## src/source/cpu_config.svh

```systemverilog
`ifndef CPU_CONFIG_SVH
`define CPU_CONFIG_SVH

`define INSTR_W      32
`define REG_ADDR_W   5
`define NUM_GPR      32
`define RA_REG       (`NUM_GPR - 1)   // link register

// config word bits
`define CFG_KERNEL_BIT  0
`define CFG_CP0EN_BIT   1

`endif

```

## src/source/cpu_pkg.sv

```systemverilog
`default_nettype none

`include "cpu_config.svh"

package cpu_pkg;

	typedef logic [`INSTR_W-1:0]    uint32_t;
	typedef logic [`REG_ADDR_W-1:0] reg_addr_t;
	typedef logic [1:0]             cfg_t;   // kernel, cp0 enable

	typedef enum logic [6:0] {
		OP_SLL, OP_SRL, OP_SRA, OP_SLLV, OP_SRLV, OP_SRAV,
		OP_JALR, OP_MOVN, OP_MOVZ, OP_SYSCALL, OP_BREAK,
		OP_MFHI, OP_MTHI, OP_MFLO, OP_MTLO,
		OP_MULT, OP_MULTU, OP_DIV, OP_DIVU,
		OP_ADD, OP_ADDU, OP_SUB, OP_SUBU,
		OP_AND, OP_OR, OP_XOR, OP_NOR, OP_SLT, OP_SLTU,
		OP_TGE, OP_TGEU, OP_TLT, OP_TLTU, OP_TEQ, OP_TNE,
		OP_MADD, OP_MADDU, OP_MSUB, OP_MSUBU, OP_MUL, OP_CLZ, OP_CLO,
		OP_BLTZ, OP_BGEZ, OP_BLTZAL, OP_BGEZAL,
		OP_BEQ, OP_BNE, OP_BLEZ, OP_BGTZ,
		OP_LUI,
		OP_LB, OP_LH, OP_LWL, OP_LW, OP_LBU, OP_LHU, OP_LWR,
		OP_SB, OP_SH, OP_SWL, OP_SW, OP_SWR, OP_CACHE,
		OP_LL, OP_SC,
		OP_JAL,
		OP_MFC0, OP_MTC0,
		OP_TLBR, OP_TLBWI, OP_TLBWR, OP_TLBP,
		OP_ERET,
		OP_INVALID
	} op_t;

	typedef enum logic [1:0] {
		FU_ALU,
		FU_BRANCH,
		FU_CP0,
		FU_INVALID   // also loads and stores
	} fu_t;

	typedef enum logic [2:0] {
		ControlFlow_None,
		ControlFlow_Branch,
		ControlFlow_Jump,
		ControlFlow_Call,
		ControlFlow_Return
	} cf_t;

endpackage

`default_nettype wire

```

## src/source/decode_branch.sv

```systemverilog
`default_nettype none
`timescale 1ns/1ps

`include "cpu_config.svh"

module decode_branch (
	input  cpu_pkg::uint32_t instr,
	output logic             is_branch,
	output logic             is_jump_i,
	output logic             is_jump_r,
	output logic             is_call,
	output logic             is_return,
	output cpu_pkg::uint32_t imm_branch,
	output logic [25:0]      imm_jump
);

	import cpu_pkg::*;

	logic [5:0] opcode;
	logic [5:0] funct;
	reg_addr_t  rs;
	reg_addr_t  rt;
	logic       regimm_br;

	assign opcode = instr[31:26];
	assign funct  = instr[5:0];
	assign rs     = instr[25:21];
	assign rt     = instr[20:16];

	// bltz, bgez, bltzal, bgezal
	assign regimm_br = (opcode == 6'b000001) && (rt[3:1] == 3'b000);

	assign is_branch = (opcode[5:2] == 4'b0001) || regimm_br;
	assign is_jump_i = (opcode[5:1] == 5'b00001);   // j, jal
	assign is_jump_r = (opcode == 6'b000000) && (funct[5:1] == 5'b00100);

	// every linking form counts as a call
	assign is_call   = (opcode == 6'b000011) || (is_jump_r && funct[0]) || (regimm_br && rt[4]);
	assign is_return = is_jump_r && !funct[0] && (rs == reg_addr_t'(`RA_REG));

	assign imm_branch = {{14{instr[15]}}, instr[15:0], 2'b00};
	assign imm_jump   = instr[25:0];

endmodule

`default_nettype wire

```

## src/source/decoder.sv

```systemverilog
`default_nettype none
`timescale 1ns/1ps

`include "cpu_config.svh"

module decoder (
	input  cpu_pkg::uint32_t   instr,
	output cpu_pkg::reg_addr_t rs1,
	output cpu_pkg::reg_addr_t rs2,
	output cpu_pkg::reg_addr_t rd,
	output cpu_pkg::op_t       op,
	output cpu_pkg::fu_t       fu,
	output cpu_pkg::cf_t       cf,
	output logic               use_imm,
	output logic               imm_signed,
	output logic               is_controlflow,
	output cpu_pkg::uint32_t   branch_offset,
	output logic [25:0]        jump_index
);

	import cpu_pkg::*;

	logic [5:0] opcode;
	logic [5:0] funct;
	reg_addr_t  rs_fld;
	reg_addr_t  rt_fld;
	reg_addr_t  rd_fld;
	logic       is_branch;
	logic       is_jump_i;
	logic       is_jump_r;
	logic       is_call;
	logic       is_return;

	assign opcode = instr[31:26];
	assign rs_fld = instr[25:21];
	assign rt_fld = instr[20:16];
	assign rd_fld = instr[15:11];
	assign funct  = instr[5:0];

	decode_branch branch_i (
		.instr      (instr),
		.is_branch  (is_branch),
		.is_jump_i  (is_jump_i),
		.is_jump_r  (is_jump_r),
		.is_call    (is_call),
		.is_return  (is_return),
		.imm_branch (branch_offset),
		.imm_jump   (jump_index)
	);

	assign is_controlflow = is_branch | is_jump_i | is_jump_r;

	always_comb begin
		unique casez ({is_branch, is_return, is_call, is_jump_i | is_jump_r})
			4'b1???: cf = ControlFlow_Branch;
			4'b01??: cf = ControlFlow_Return;
			4'b001?: cf = ControlFlow_Call;
			4'b0001: cf = ControlFlow_Jump;
			default: cf = ControlFlow_None;
		endcase
	end

	always_comb begin
		rs1        = '0;
		rs2        = '0;
		rd         = '0;
		op         = OP_INVALID;
		fu         = FU_INVALID;
		use_imm    = 1'b0;
		imm_signed = 1'b1;

		unique casez (opcode)
			6'b000000: begin   // special
				rs1 = rs_fld;
				rs2 = rt_fld;
				rd  = rd_fld;
				fu  = (funct[5:1] == 5'b00100) ? FU_BRANCH : FU_ALU;
				unique case (funct)
					6'b000000: op = OP_SLL;
					6'b000010: op = OP_SRL;
					6'b000011: op = OP_SRA;
					6'b000100: op = OP_SLLV;
					6'b000110: op = OP_SRLV;
					6'b000111: op = OP_SRAV;
					6'b001000: op = OP_JALR;   // jr
					6'b001001: op = OP_JALR;
					6'b001010: op = OP_MOVZ;
					6'b001011: op = OP_MOVN;
					6'b001100: op = OP_SYSCALL;
					6'b001101: op = OP_BREAK;
					6'b001111: op = OP_SLL;    // sync as nop
					6'b010000: op = OP_MFHI;
					6'b010001: op = OP_MTHI;
					6'b010010: op = OP_MFLO;
					6'b010011: op = OP_MTLO;
					6'b011000: op = OP_MULT;
					6'b011001: op = OP_MULTU;
					6'b011010: op = OP_DIV;
					6'b011011: op = OP_DIVU;
					6'b100000: op = OP_ADD;
					6'b100001: op = OP_ADDU;
					6'b100010: op = OP_SUB;
					6'b100011: op = OP_SUBU;
					6'b100100: op = OP_AND;
					6'b100101: op = OP_OR;
					6'b100110: op = OP_XOR;
					6'b100111: op = OP_NOR;
					6'b101010: op = OP_SLT;
					6'b101011: op = OP_SLTU;
					6'b110000: op = OP_TGE;
					6'b110001: op = OP_TGEU;
					6'b110010: op = OP_TLT;
					6'b110011: op = OP_TLTU;
					6'b110100: op = OP_TEQ;
					6'b110110: op = OP_TNE;
					default:   op = OP_INVALID;
				endcase
			end
			6'b011100: begin   // special2
				rs1 = rs_fld;
				rs2 = rt_fld;
				rd  = rd_fld;
				fu  = FU_ALU;
				unique case (funct)
					6'b000000: op = OP_MADD;
					6'b000001: op = OP_MADDU;
					6'b000010: op = OP_MUL;
					6'b000100: op = OP_MSUB;
					6'b000101: op = OP_MSUBU;
					6'b100000: op = OP_CLZ;
					6'b100001: op = OP_CLO;
					default:   op = OP_INVALID;
				endcase
			end
			6'b000001: begin   // regimm
				rs1     = rs_fld;
				rd      = (instr[20:17] == 4'b1000) ? reg_addr_t'(`RA_REG) : '0;
				use_imm = 1'b1;
				fu      = (instr[19:17] == 3'b000) ? FU_BRANCH : FU_ALU;
				unique case (rt_fld)
					5'b00000: op = OP_BLTZ;
					5'b00001: op = OP_BGEZ;
					5'b10000: op = OP_BLTZAL;
					5'b10001: op = OP_BGEZAL;
					5'b01000: op = OP_TGE;
					5'b01001: op = OP_TGEU;
					5'b01010: op = OP_TLT;
					5'b01011: op = OP_TLTU;
					5'b01100: op = OP_TEQ;
					5'b01110: op = OP_TNE;
					default:  op = OP_INVALID;
				endcase
			end
			6'b0001??: begin   // beq bne blez bgtz
				rs1 = rs_fld;
				rs2 = rt_fld;
				fu  = FU_BRANCH;
				unique case (opcode[1:0])
					2'b00: op = OP_BEQ;
					2'b01: op = OP_BNE;
					2'b10: op = OP_BLEZ;
					2'b11: op = OP_BGTZ;
				endcase
			end
			6'b001???: begin   // alu immediate
				rs1        = rs_fld;
				rd         = rt_fld;
				use_imm    = 1'b1;
				imm_signed = ~opcode[2];   // logical ops zero-extend
				fu         = FU_ALU;
				unique case (opcode[2:0])
					3'b000: op = OP_ADD;
					3'b001: op = OP_ADDU;
					3'b010: op = OP_SLT;
					3'b011: op = OP_SLTU;
					3'b100: op = OP_AND;
					3'b101: op = OP_OR;
					3'b110: op = OP_XOR;
					3'b111: op = OP_LUI;
				endcase
			end
			6'b100???: begin   // loads
				rs1     = rs_fld;
				rs2     = (opcode[1:0] == 2'b10) ? rt_fld : '0;   // lwl/lwr merge
				rd      = rt_fld;
				use_imm = 1'b1;
				unique case (opcode[2:0])
					3'b000: op = OP_LB;
					3'b001: op = OP_LH;
					3'b010: op = OP_LWL;
					3'b011: op = OP_LW;
					3'b100: op = OP_LBU;
					3'b101: op = OP_LHU;
					3'b110: op = OP_LWR;
					3'b111: op = OP_INVALID;
				endcase
			end
			6'b101???: begin   // stores
				rs1     = rs_fld;
				rs2     = rt_fld;
				use_imm = 1'b1;
				unique case (opcode[2:0])
					3'b000:  op = OP_SB;
					3'b001:  op = OP_SH;
					3'b010:  op = OP_SWL;
					3'b011:  op = OP_SW;
					3'b110:  op = OP_SWR;
					3'b111:  op = OP_CACHE;
					default: op = OP_INVALID;
				endcase
			end
			6'b110000: begin   // ll
				rs1     = rs_fld;
				rd      = rt_fld;
				use_imm = 1'b1;
				op      = OP_LL;
			end
			6'b111000: begin   // sc writes success flag to rt
				rs1     = rs_fld;
				rs2     = rt_fld;
				rd      = rt_fld;
				use_imm = 1'b1;
				op      = OP_SC;
			end
			6'b00001?: begin   // j, jal
				rd = opcode[0] ? reg_addr_t'(`RA_REG) : '0;
				fu = FU_BRANCH;
				op = OP_JAL;
			end
			6'b010000: begin   // cop0
				fu = FU_CP0;
				unique casez ({rs_fld, funct})
					11'b00000_??????: begin
						op = OP_MFC0;
						rd = rt_fld;
					end
					11'b00100_??????: begin
						op  = OP_MTC0;
						rs1 = rt_fld;
					end
					11'b10000_000001: op = OP_TLBR;
					11'b10000_000010: op = OP_TLBWI;
					11'b10000_000110: op = OP_TLBWR;
					11'b10000_001000: op = OP_TLBP;
					11'b10000_011000: op = OP_ERET;
					default:          op = OP_INVALID;
				endcase
			end
			default: op = OP_INVALID;
		endcase
	end

endmodule

`default_nettype wire

```

## src/source/decode_ctrl.sv

```systemverilog
`default_nettype none
`timescale 1ns/1ps

`include "cpu_config.svh"

module decode_ctrl (
	input  logic          clk,
	input  logic          rst_n,
	input  logic          cfg_we,
	input  cpu_pkg::cfg_t cfg_wdata,
	output cpu_pkg::cfg_t cfg_rdata,
	output logic          cp0_usable
);

	import cpu_pkg::*;

	cfg_t cfg_q;

	// zero after reset means user mode, cop0 off
	always_ff @(posedge clk) begin
		if (!rst_n) begin
			cfg_q <= '0;
		end else if (cfg_we) begin
			cfg_q <= cfg_wdata;
		end
	end

	assign cfg_rdata  = cfg_q;
	assign cp0_usable = cfg_q[`CFG_KERNEL_BIT] | cfg_q[`CFG_CP0EN_BIT];   // kernel implies cop0

endmodule

`default_nettype wire

```

## src/source/decode_reg.sv

```systemverilog
`default_nettype none
`timescale 1ns/1ps

module decode_reg (
	input  logic               clk,
	input  logic               rst_n,
	input  logic               in_valid,
	input  logic               stall,
	input  logic               flush,
	input  cpu_pkg::reg_addr_t rs1,
	input  cpu_pkg::reg_addr_t rs2,
	input  cpu_pkg::reg_addr_t rd,
	input  cpu_pkg::op_t       op,
	input  cpu_pkg::fu_t       fu,
	input  cpu_pkg::cf_t       cf,
	input  logic               use_imm,
	input  logic               imm_signed,
	input  logic               is_controlflow,
	input  cpu_pkg::uint32_t   branch_offset,
	input  logic [25:0]        jump_index,
	input  logic [15:0]        imm_field,
	input  logic               cp0_usable,
	output logic               out_valid,
	output cpu_pkg::reg_addr_t out_rs1,
	output cpu_pkg::reg_addr_t out_rs2,
	output cpu_pkg::reg_addr_t out_rd,
	output cpu_pkg::op_t       out_op,
	output cpu_pkg::fu_t       out_fu,
	output cpu_pkg::cf_t       out_cf,
	output cpu_pkg::uint32_t   out_imm,
	output cpu_pkg::uint32_t   out_branch_offset,
	output logic [25:0]        out_jump_index,
	output logic               out_is_controlflow,
	output logic               exc_ri,
	output logic               exc_cpu
);

	import cpu_pkg::*;

	uint32_t imm;
	logic    ri;
	logic    cpu;

	always_comb begin
		if (!use_imm) begin
			imm = '0;
		end else if (op == OP_LUI) begin
			imm = {imm_field, 16'h0000};
		end else if (imm_signed) begin
			imm = {{16{imm_field[15]}}, imm_field};
		end else begin
			imm = {16'h0000, imm_field};
		end
	end

	assign ri  = (op == OP_INVALID);
	assign cpu = (fu == FU_CP0) && !cp0_usable;

	// flush wins over stall
	always_ff @(posedge clk) begin
		if (!rst_n) begin
			out_valid <= 1'b0;
			exc_ri    <= 1'b0;
			exc_cpu   <= 1'b0;
		end else if (flush) begin
			out_valid <= 1'b0;
			exc_ri    <= 1'b0;
			exc_cpu   <= 1'b0;
		end else if (!stall) begin
			out_valid <= in_valid;
			exc_ri    <= in_valid & ri;
			exc_cpu   <= in_valid & cpu;
		end
	end

	always_ff @(posedge clk) begin
		if (!stall) begin
			out_rs1            <= rs1;
			out_rs2            <= rs2;
			out_rd             <= rd;
			out_op             <= op;
			out_fu             <= fu;
			out_cf             <= cf;
			out_imm            <= imm;
			out_branch_offset  <= branch_offset;
			out_jump_index     <= jump_index;
			out_is_controlflow <= is_controlflow;
		end
	end

endmodule

`default_nettype wire

```

## src/source/decode_top.sv

```systemverilog
`default_nettype none
`timescale 1ns/1ps

module decode_top (
	input  logic               clk,
	input  logic               rst_n,
	input  cpu_pkg::uint32_t   instr,
	input  logic               in_valid,
	input  logic               stall,
	input  logic               flush,
	input  logic               cfg_we,
	input  cpu_pkg::cfg_t      cfg_wdata,
	output cpu_pkg::cfg_t      cfg_rdata,
	output logic               out_valid,
	output cpu_pkg::reg_addr_t out_rs1,
	output cpu_pkg::reg_addr_t out_rs2,
	output cpu_pkg::reg_addr_t out_rd,
	output cpu_pkg::op_t       out_op,
	output cpu_pkg::fu_t       out_fu,
	output cpu_pkg::cf_t       out_cf,
	output cpu_pkg::uint32_t   out_imm,
	output cpu_pkg::uint32_t   out_branch_offset,
	output logic [25:0]        out_jump_index,
	output logic               out_is_controlflow,
	output logic               exc_ri,
	output logic               exc_cpu
);

	import cpu_pkg::*;

	reg_addr_t   rs1;
	reg_addr_t   rs2;
	reg_addr_t   rd;
	op_t         op;
	fu_t         fu;
	cf_t         cf;
	logic        use_imm;
	logic        imm_signed;
	logic        is_controlflow;
	uint32_t     branch_offset;
	logic [25:0] jump_index;
	logic        cp0_usable;

	decoder decoder_i (.*);

	decode_ctrl ctrl_i (.*);

	decode_reg reg_i (
		.*,
		.imm_field (instr[15:0])   // raw immediate, extended in the register stage
	);

endmodule

`default_nettype wire

```

## config.mk

```make
export PLATFORM = sky130hd
export DESIGN_NAME = decode_top
export DESIGN_NICKNAME = d
export VERILOG_FILES = /design/src/source/cpu_pkg.sv /design/src/source/decode_branch.sv /design/src/source/decoder.sv /design/src/source/decode_ctrl.sv /design/src/source/decode_reg.sv /design/src/source/decode_top.sv
export VERILOG_INCLUDE_DIRS = /design/src /design/src/source
export SDC_FILE = /design/constraint.sdc
export NUM_CORES = 1
export LEC_CHECK = 0
export BUFFER_PORTS_ARGS = -buffer_cell sky130_fd_sc_hd__buf_2
export CORE_MARGIN = 2
export CORE_UTILIZATION = 52
export CTS_CLUSTER_DIAMETER = 60
export DETAILED_ROUTE_END_ITERATION = 8
export PLACE_DENSITY = 0.81
export SYNTH_ARGS = -nofsm -noshare
export SYNTH_HDL_FRONTEND = slang
export SYNTH_SLANG_ARGS = --single-unit
```

## constraint.sdc

```tcl
create_clock -name clk -period 2.8 [get_ports clk]
set_input_delay 0 -clock clk [delete_from_list [all_inputs] [get_ports clk]]
set_output_delay 0 -clock clk [all_outputs]
set_load 0.005 [all_outputs]
```

* Yosys cells after proc, flatten, opt, wreduce, memory -nomap -nowiden
Memory sizes are Yosys's and may differ from the RTL's.
Cells that the tools add are included.
W data, S select, Z words.
** Cells by class
- Add/subtract/negate cells :: 0
- Multiply operators :: 0
- Divide/modulo/power cells :: 0
- $lt $le $gt $ge :: 0
- Equality and inequality tests :: 40
- Shift operators :: 0
- Multiplexer cells :: 21
- Bitwise gates (word level) :: 9
- Reduce and logical (&&, ||, !) cells :: 27
** Operators by type and width (number)
- $pmux W7 S11 :: 1
- $mux W32 :: 2
- $eq A11 B11 Y1 const B :: 5
- $pmux W7 S7 :: 1
- $pmux W7 S6 :: 1
- $pmux W4 S7 :: 1
- $pmux W7 S4 :: 1
- $mux W5 :: 5
- $pmux W5 S5 :: 1
- $eq A6 B6 Y1 const B :: 4
- $pmux W5 S2 :: 2
- $eq A3 B3 Y1 const B :: 4
- $eq A6 B1 Y1 const B :: 2
- $eq A6 B2 Y1 const B :: 2
- $eq A6 B3 Y1 const B :: 2
- $eq A6 B5 Y1 const B :: 2
- $logic_not A6 Y1 :: 2
- $pmux W3 S4 :: 1
- $eq A5 B3 Y1 const B :: 2
- $pmux W2 S5 :: 1
- $reduce_or A2 Y1 :: 5
- $eq A3 B1 Y1 const B :: 3
- $reduce_or A9 Y1 :: 1
- $eq A4 B1 Y1 const B :: 2
- other kinds (21) :: 44
** Word-level totals
- Register bits :: 107
- Latch bits :: 0
- Memory bits (writable) :: 0
- Memory bits (read-only) :: 768
- Input bits :: 40
- Output and inout bits :: 123
- Word-level logic and storage cells :: 116
- Memories kept :: 4
** Memories
- (name not given) :: words 64, width 7, read ports 1, clocked after memory_dff 0, write ports 0, line decoder.sv:78 : unique case (funct)
- (name not given) :: words 32, width 7, read ports 1, clocked after memory_dff 0, write ports 0, line decoder.sv:140 : unique case (rt_fld)
- (name not given) :: words 8, width 7, read ports 1, clocked after memory_dff 0, write ports 0, line decoder.sv:187 : unique case (opcode[2:0])
- (name not given) :: words 8, width 5, read ports 1, clocked after memory_dff 0, write ports 0, line decoder.sv:171 : unique case (opcode[2:0])

* Longest topological paths before layout
- Word-level depth :: 7
- Depth in mapped cells :: 13

* By module
A second synthesis with hierarchy kept.
** Second synthesis, totals
- Cell total of the unflattened synthesis :: 565
- Area total of the unflattened synthesis :: 6476.2 µm²
** Modules (own cells, without submodules)
- decode_reg :: times used 1, cells each 192, area each 3968.8 µm²
- decoder :: times used 1, cells each 289, area each 1881.8 µm²
- decode_branch :: times used 1, cells each 77, area each 546.8 µm²
- decode_ctrl :: times used 1, cells each 7, area each 78.8 µm²

* Worst setup path after synthesis
No wires, ideal clock.
- Kind :: input to register
- Start :: input instr[0]
- End :: register reg_i.out_imm[16], data pin
- Library setup time :: 254 ps
- Arrival :: 2160 ps
- Path slack :: 386 ps
- Stages on the path :: 12
- Path buffers :: 2
- Cell sequence :: inv_1 ha_1 and2_1 o21bai_1 mux4_2 o211ai_1 nand4_1 and3_4 and2_1 buf_6 buf_6 a21o_1
** On the way
- Word-level cells in the longest chain between the ends :: 5
- Elaborated cells on any way between the ends :: 18
** RTL lines
- start: declaration :: line decode_top.sv:7 : input cpu_pkg::uint32_t instr,
- branches (longest 2 deep; another with $mem_v2 Z64 W7)
- $pmux W7 S11 * :: line decoder.sv:72 : unique casez (opcode)
- net decoder_i.op[1] :: line decoder.sv:11 : output cpu_pkg::op_t op,
- $eq A7 B6 Y1 * :: line decode_reg.sv:47 : end else if (op == OP_LUI) begin
- $mux W32 * :: line decode_reg.sv:47
- end signal: assignment :: line decode_reg.sv:84 : out_imm <= imm;
- end: declaration :: line decode_reg.sv:30 : output cpu_pkg::uint32_t out_imm,
Mark *: on every way through the listed nets, which the timed path passes.
A chain may end at the register's enable or synchronous reset.

* Worst setup path in the final report
- Start :: input instr[5]
- End :: register reg_i.out_imm[4], data pin
** On the way
- Word-level cells in the longest chain between the ends :: 5
- Elaborated cells on any way between the ends :: 18
** RTL lines (line)
- branches (longest 2 deep; another with $mem_v2 Z64 W7)
- $pmux W7 S11 * :: decoder.sv:72
- $eq A7 B6 Y1 * :: decode_reg.sv:47
- $reduce_or A2 Y1 (no line) *
Every way passes the cells marked *.

==> results.json <==
{
  "status": "completed",
  "whs_ns": 0.02217,
  "fillers": 735,
  "crit_path_top_delay_cell": "dlygate4sd3_1",
  "drtIter0Drc": 458,
  "fp.dieH_um": 105.3,
  "clk_path_buf_depth": 2,
  "critPathKind": "input port to register",
  "power_density_nw_per_um2": 473.9,
  "wl_met1_um": 5918,
  "clock_sinks": 91,
  "max_stage_delay_ns": 0.53,
  "grt.overflow.total": 0,
  "synthFlopType": "edfxtp_1",
  "sw_frac_of_total_pct": 26.57,
  "cts_made_buffers": 9,
  "cts_root_buffer": "clkbuf_8",
  "crit_buf_inv": 4,
  "first_pass_iters": 5,
  "fp.coreArea_sq_um": 9864,
  "finalCriticalPeriod_ns": 2.573,
  "critPathTopFamily": "buffers and inverters",
  "antenna_left": 0,
  "synth_cell_type_count": 72,
  "portBuffers": 160,
  "place.gp.congestion": 0.9764,
  "grt_usage_pct": 26.08,
  "start_util_pct": 54.12,
  "htreeDepth": 3,
  "p_switching_uw": 837.1,
  "power.total_mw": 3.150,
  "wl_met3_um": 1024,
  "avgSynthCellArea_sq_um": 10.94,
  "arrival_ns": 2.67,
  "crit_path_max_fanout": 16,
  "path_cells": "dlygate4sd3_1 -> buf_2 -> buf_4 -> o311a_1 -> o2111ai_1 -> o41ai_1 -> nor4b_1 -> and3_4 -> and2_1 -> buf_4 -> nor3_2",
  "endpoint_kind": "register",
  "synth-xor-area-share_pct": 0.1640,
  "max_cap_violations": 0,
  "syn_to_final_growth_pct": 24.51,
  "die_w_um": 105.3,
  "power_frac_comb_pct": 19.9,
  "slew_headroom_pct": 50.89,
  "die_area_sq_um": 11090,
  "antenna_found_initial": 0,
  "tightest_slew_ns": 0.7289,
  "grt_max_degree": 39,
  "p_seq_share_pct": 52.5,
  "hp-class": "input port to register",
  "syn_area_sq_um": 5339,
  "clk_latency_ns": 0.35,
  "multi_input_area_sq_um": 2206,
  "synth_edf_count": 86,
  "crit_required_ns": 2.90,
  "vias": 4590,
  "grt_pass1_wl_um": 22590,
  "power.internal_mw": 2.313,
  "finClkSkew_ns": 0.0005210,
  "critPathLaunchType": "input port",
  "diodes": 0,
  "ys_async_sr_fraction_pct": 0,
  "post-route-period-util_pct": 91.91,
  "peakVddDrop_uv": 240.6,
  "regArea_sq_um": 2683,
  "ys_warn_count": 0,
  "ys_ff_latch": 91,
  "synth-simple-area-share_pct": 17.98,
  "avgRoutedWirePerCell_um": 18.34,
  "muxShareOfSynthArea_pct": 1.805,
  "fmax_mhz": 388.6,
  "num_rows": 36,
  "setup_viol": 0,
  "leakagePower_nw": 2.852,
  "top_layer_used": "met4",
  "p_clk_share_pct": 27.7,
  "rsz0062_at_grt": "false",
  "synthAdderAreaFrac_pct": 3.281,
  "fin_nets": 716,
  "clkTransAtPathRegs_ns": 0.08,
  "cts_tree": "done",
  "drv_slew": 0,
  "post-route-util_pct": 67.39,
  "dp_hpwl_um": 10670,
  "ys_seq_area_share_pct": 50.25,
  "avgViaCountPerCell": 5.738,
  "crit_top_cell": "buf_4",
  "synth_compound_area_share_pct": 17.79,
  "drc": 0,
  "wl_met2_um": 7339,
  "synth_top_family_by_area": "simple AND/OR/NAND/NOR gates",
  "grt_pass1_vias": 4259,
  "drive_gt1_share_pct": 34.03,
  "synthCells": 488,
  "ioPinCount": 163,
  "report.final.hold_viol_count": 0,
  "routed_wl_um": 14670
}
## synth_stat cells, drive strengths merged, types with 5 or more instances
cell	number	share of area (%)
a211oi	5	0.70
a21o	17	2.4
a21oi	21	2.0
a221o	5	0.94
a22o	6	0.98
a31oi	6	0.70
and2	19	2.2
and3	5	0.68
buf	52	7.1
clkbuf	6	0.42
dfxtp	5	1.9
edfxtp	86	48
ha	14	3.3
inv	17	1.2
nand2	25	1.8
nand2b	17	2.0
nand3	8	0.75
nor2	32	2.2
nor2b	17	2.0
nor3	19	2.2
o211ai	6	0.84
o21ai	21	2.0
o311ai	5	0.82
## power by group through the flow
stage / clock [mW] / sequential (mW) / combinational, mW
final: 0.871 / 1.65 / 0.626
after global placement: 0 / 1.68 / 0.575
after detailed placement: 0 / 1.69 / 0.582
after floorplan: 0 / 1.70 / 0.324
after CTS: 0.874 / 1.65 / 0.616
after global routing: 0.924 / 1.67 / 0.680
## flip-flops by register name, indices dropped and copies added, names as in the netlist
register and cells:
ctrl_i.cfg_rdata 2, reg_i.exc_cpu 1, reg_i.exc_ri 1, reg_i.out_cf 3
reg_i.out_fu 2, reg_i.out_imm 32, reg_i.out_is_controlflow 1, reg_i.out_jump_index 26
reg_i.out_op 7, reg_i.out_rd 5, reg_i.out_rs1 5, reg_i.out_rs2 5
reg_i.out_valid 1
## kinds of logic after synthesis
logic type | after synthesis
buf+inv | 75
other cells | 1
compound gates | 130
flops | 91
mux | 8
simple gates | 168
xor+xnor | 1
fa+ha+maj | 14
## per-layer routing
layer | global-route usage [%] | vias up
met3 | 3.772 | 25
met2 | 43.73 | 230
met4 | 9.810 | 0
met5 | 0 | -
li1 | - | 2142
met1 | 34.31 | 2193
## cells in the final DEF (no fill, tap or decap), types with 19 or more instances in the layout
| cell type | instances |
|---|---|
| dlygate4sd3_1 | 29 |
| buf_2 | 160 |
| and2_1 | 19 |
| buf_4 | 30 |
| a21oi_1 | 20 |
| o21ai_0 | 20 |
| nand2_1 | 25 |
| edfxtp_1 | 86 |
| nor2_1 | 32 |
## final timing paths
| check | startpoint | endpoint | slack (ns) | cells after the start |
|---|---|---|---|---|
| min reg2reg | reg_i.exc_ri | reg_i.exc_ri | 0.51 | 2 |
| min | instr[18] | reg_i.out_jump_index[18] | 0.02 | 1 |
| max | instr[5] | reg_i.out_imm[4] | 0.23 | 11 |
| max reg2reg | ctrl_i.cfg_rdata[1] | ctrl_i.cfg_rdata[1] | 1.62 | 3 |
## repair_timing
item / CTS / global route
endpoints found under the hold margin: 43 / 0
gates resized for setup: 0 / 2
endpoints found under the setup margin: 0 / 31
buffers inserted: 0 / 1
hold buffers: 29 / 0
## worst register-to-register path: stages, from the launching register on
cell           delay [ns]
dfxtp_1              0.37
mux2i_1              0.08
dlygate4sd3_1        0.56
nor2b_1              0.12
## per-stage QoR
step / worst slack, ns / instances / TNS (ns) / cell area, sq um
after floorplan: 0.3864 / 489 / 0 / 5343
after global placement: -0.03186 / 754 / -0.3868 / 6137
after detailed placement: -0.08035 / 754 / -1.456 / 6137
after CTS: 0.02910 / 799 / 0 / 6619
after global routing: 0.07895 / 800 / 0 / 6648
final: 0.2266 / 800 / 0 / 6648
## layout make-up
class / instances / share of cell area, %
Tap cell: 133 / 2.503
Clock buffer: 10 / 1.920
Clock inverter: 6 / 0.9599
Timing Repair Buffer: 220 / 20.10
Inverter: 17 / 0.9787
Sequential cell: 91 / 40.35
Multi-Input combinational cell: 323 / 33.18
Note: power is estimated with default switching activity, not from simulation.
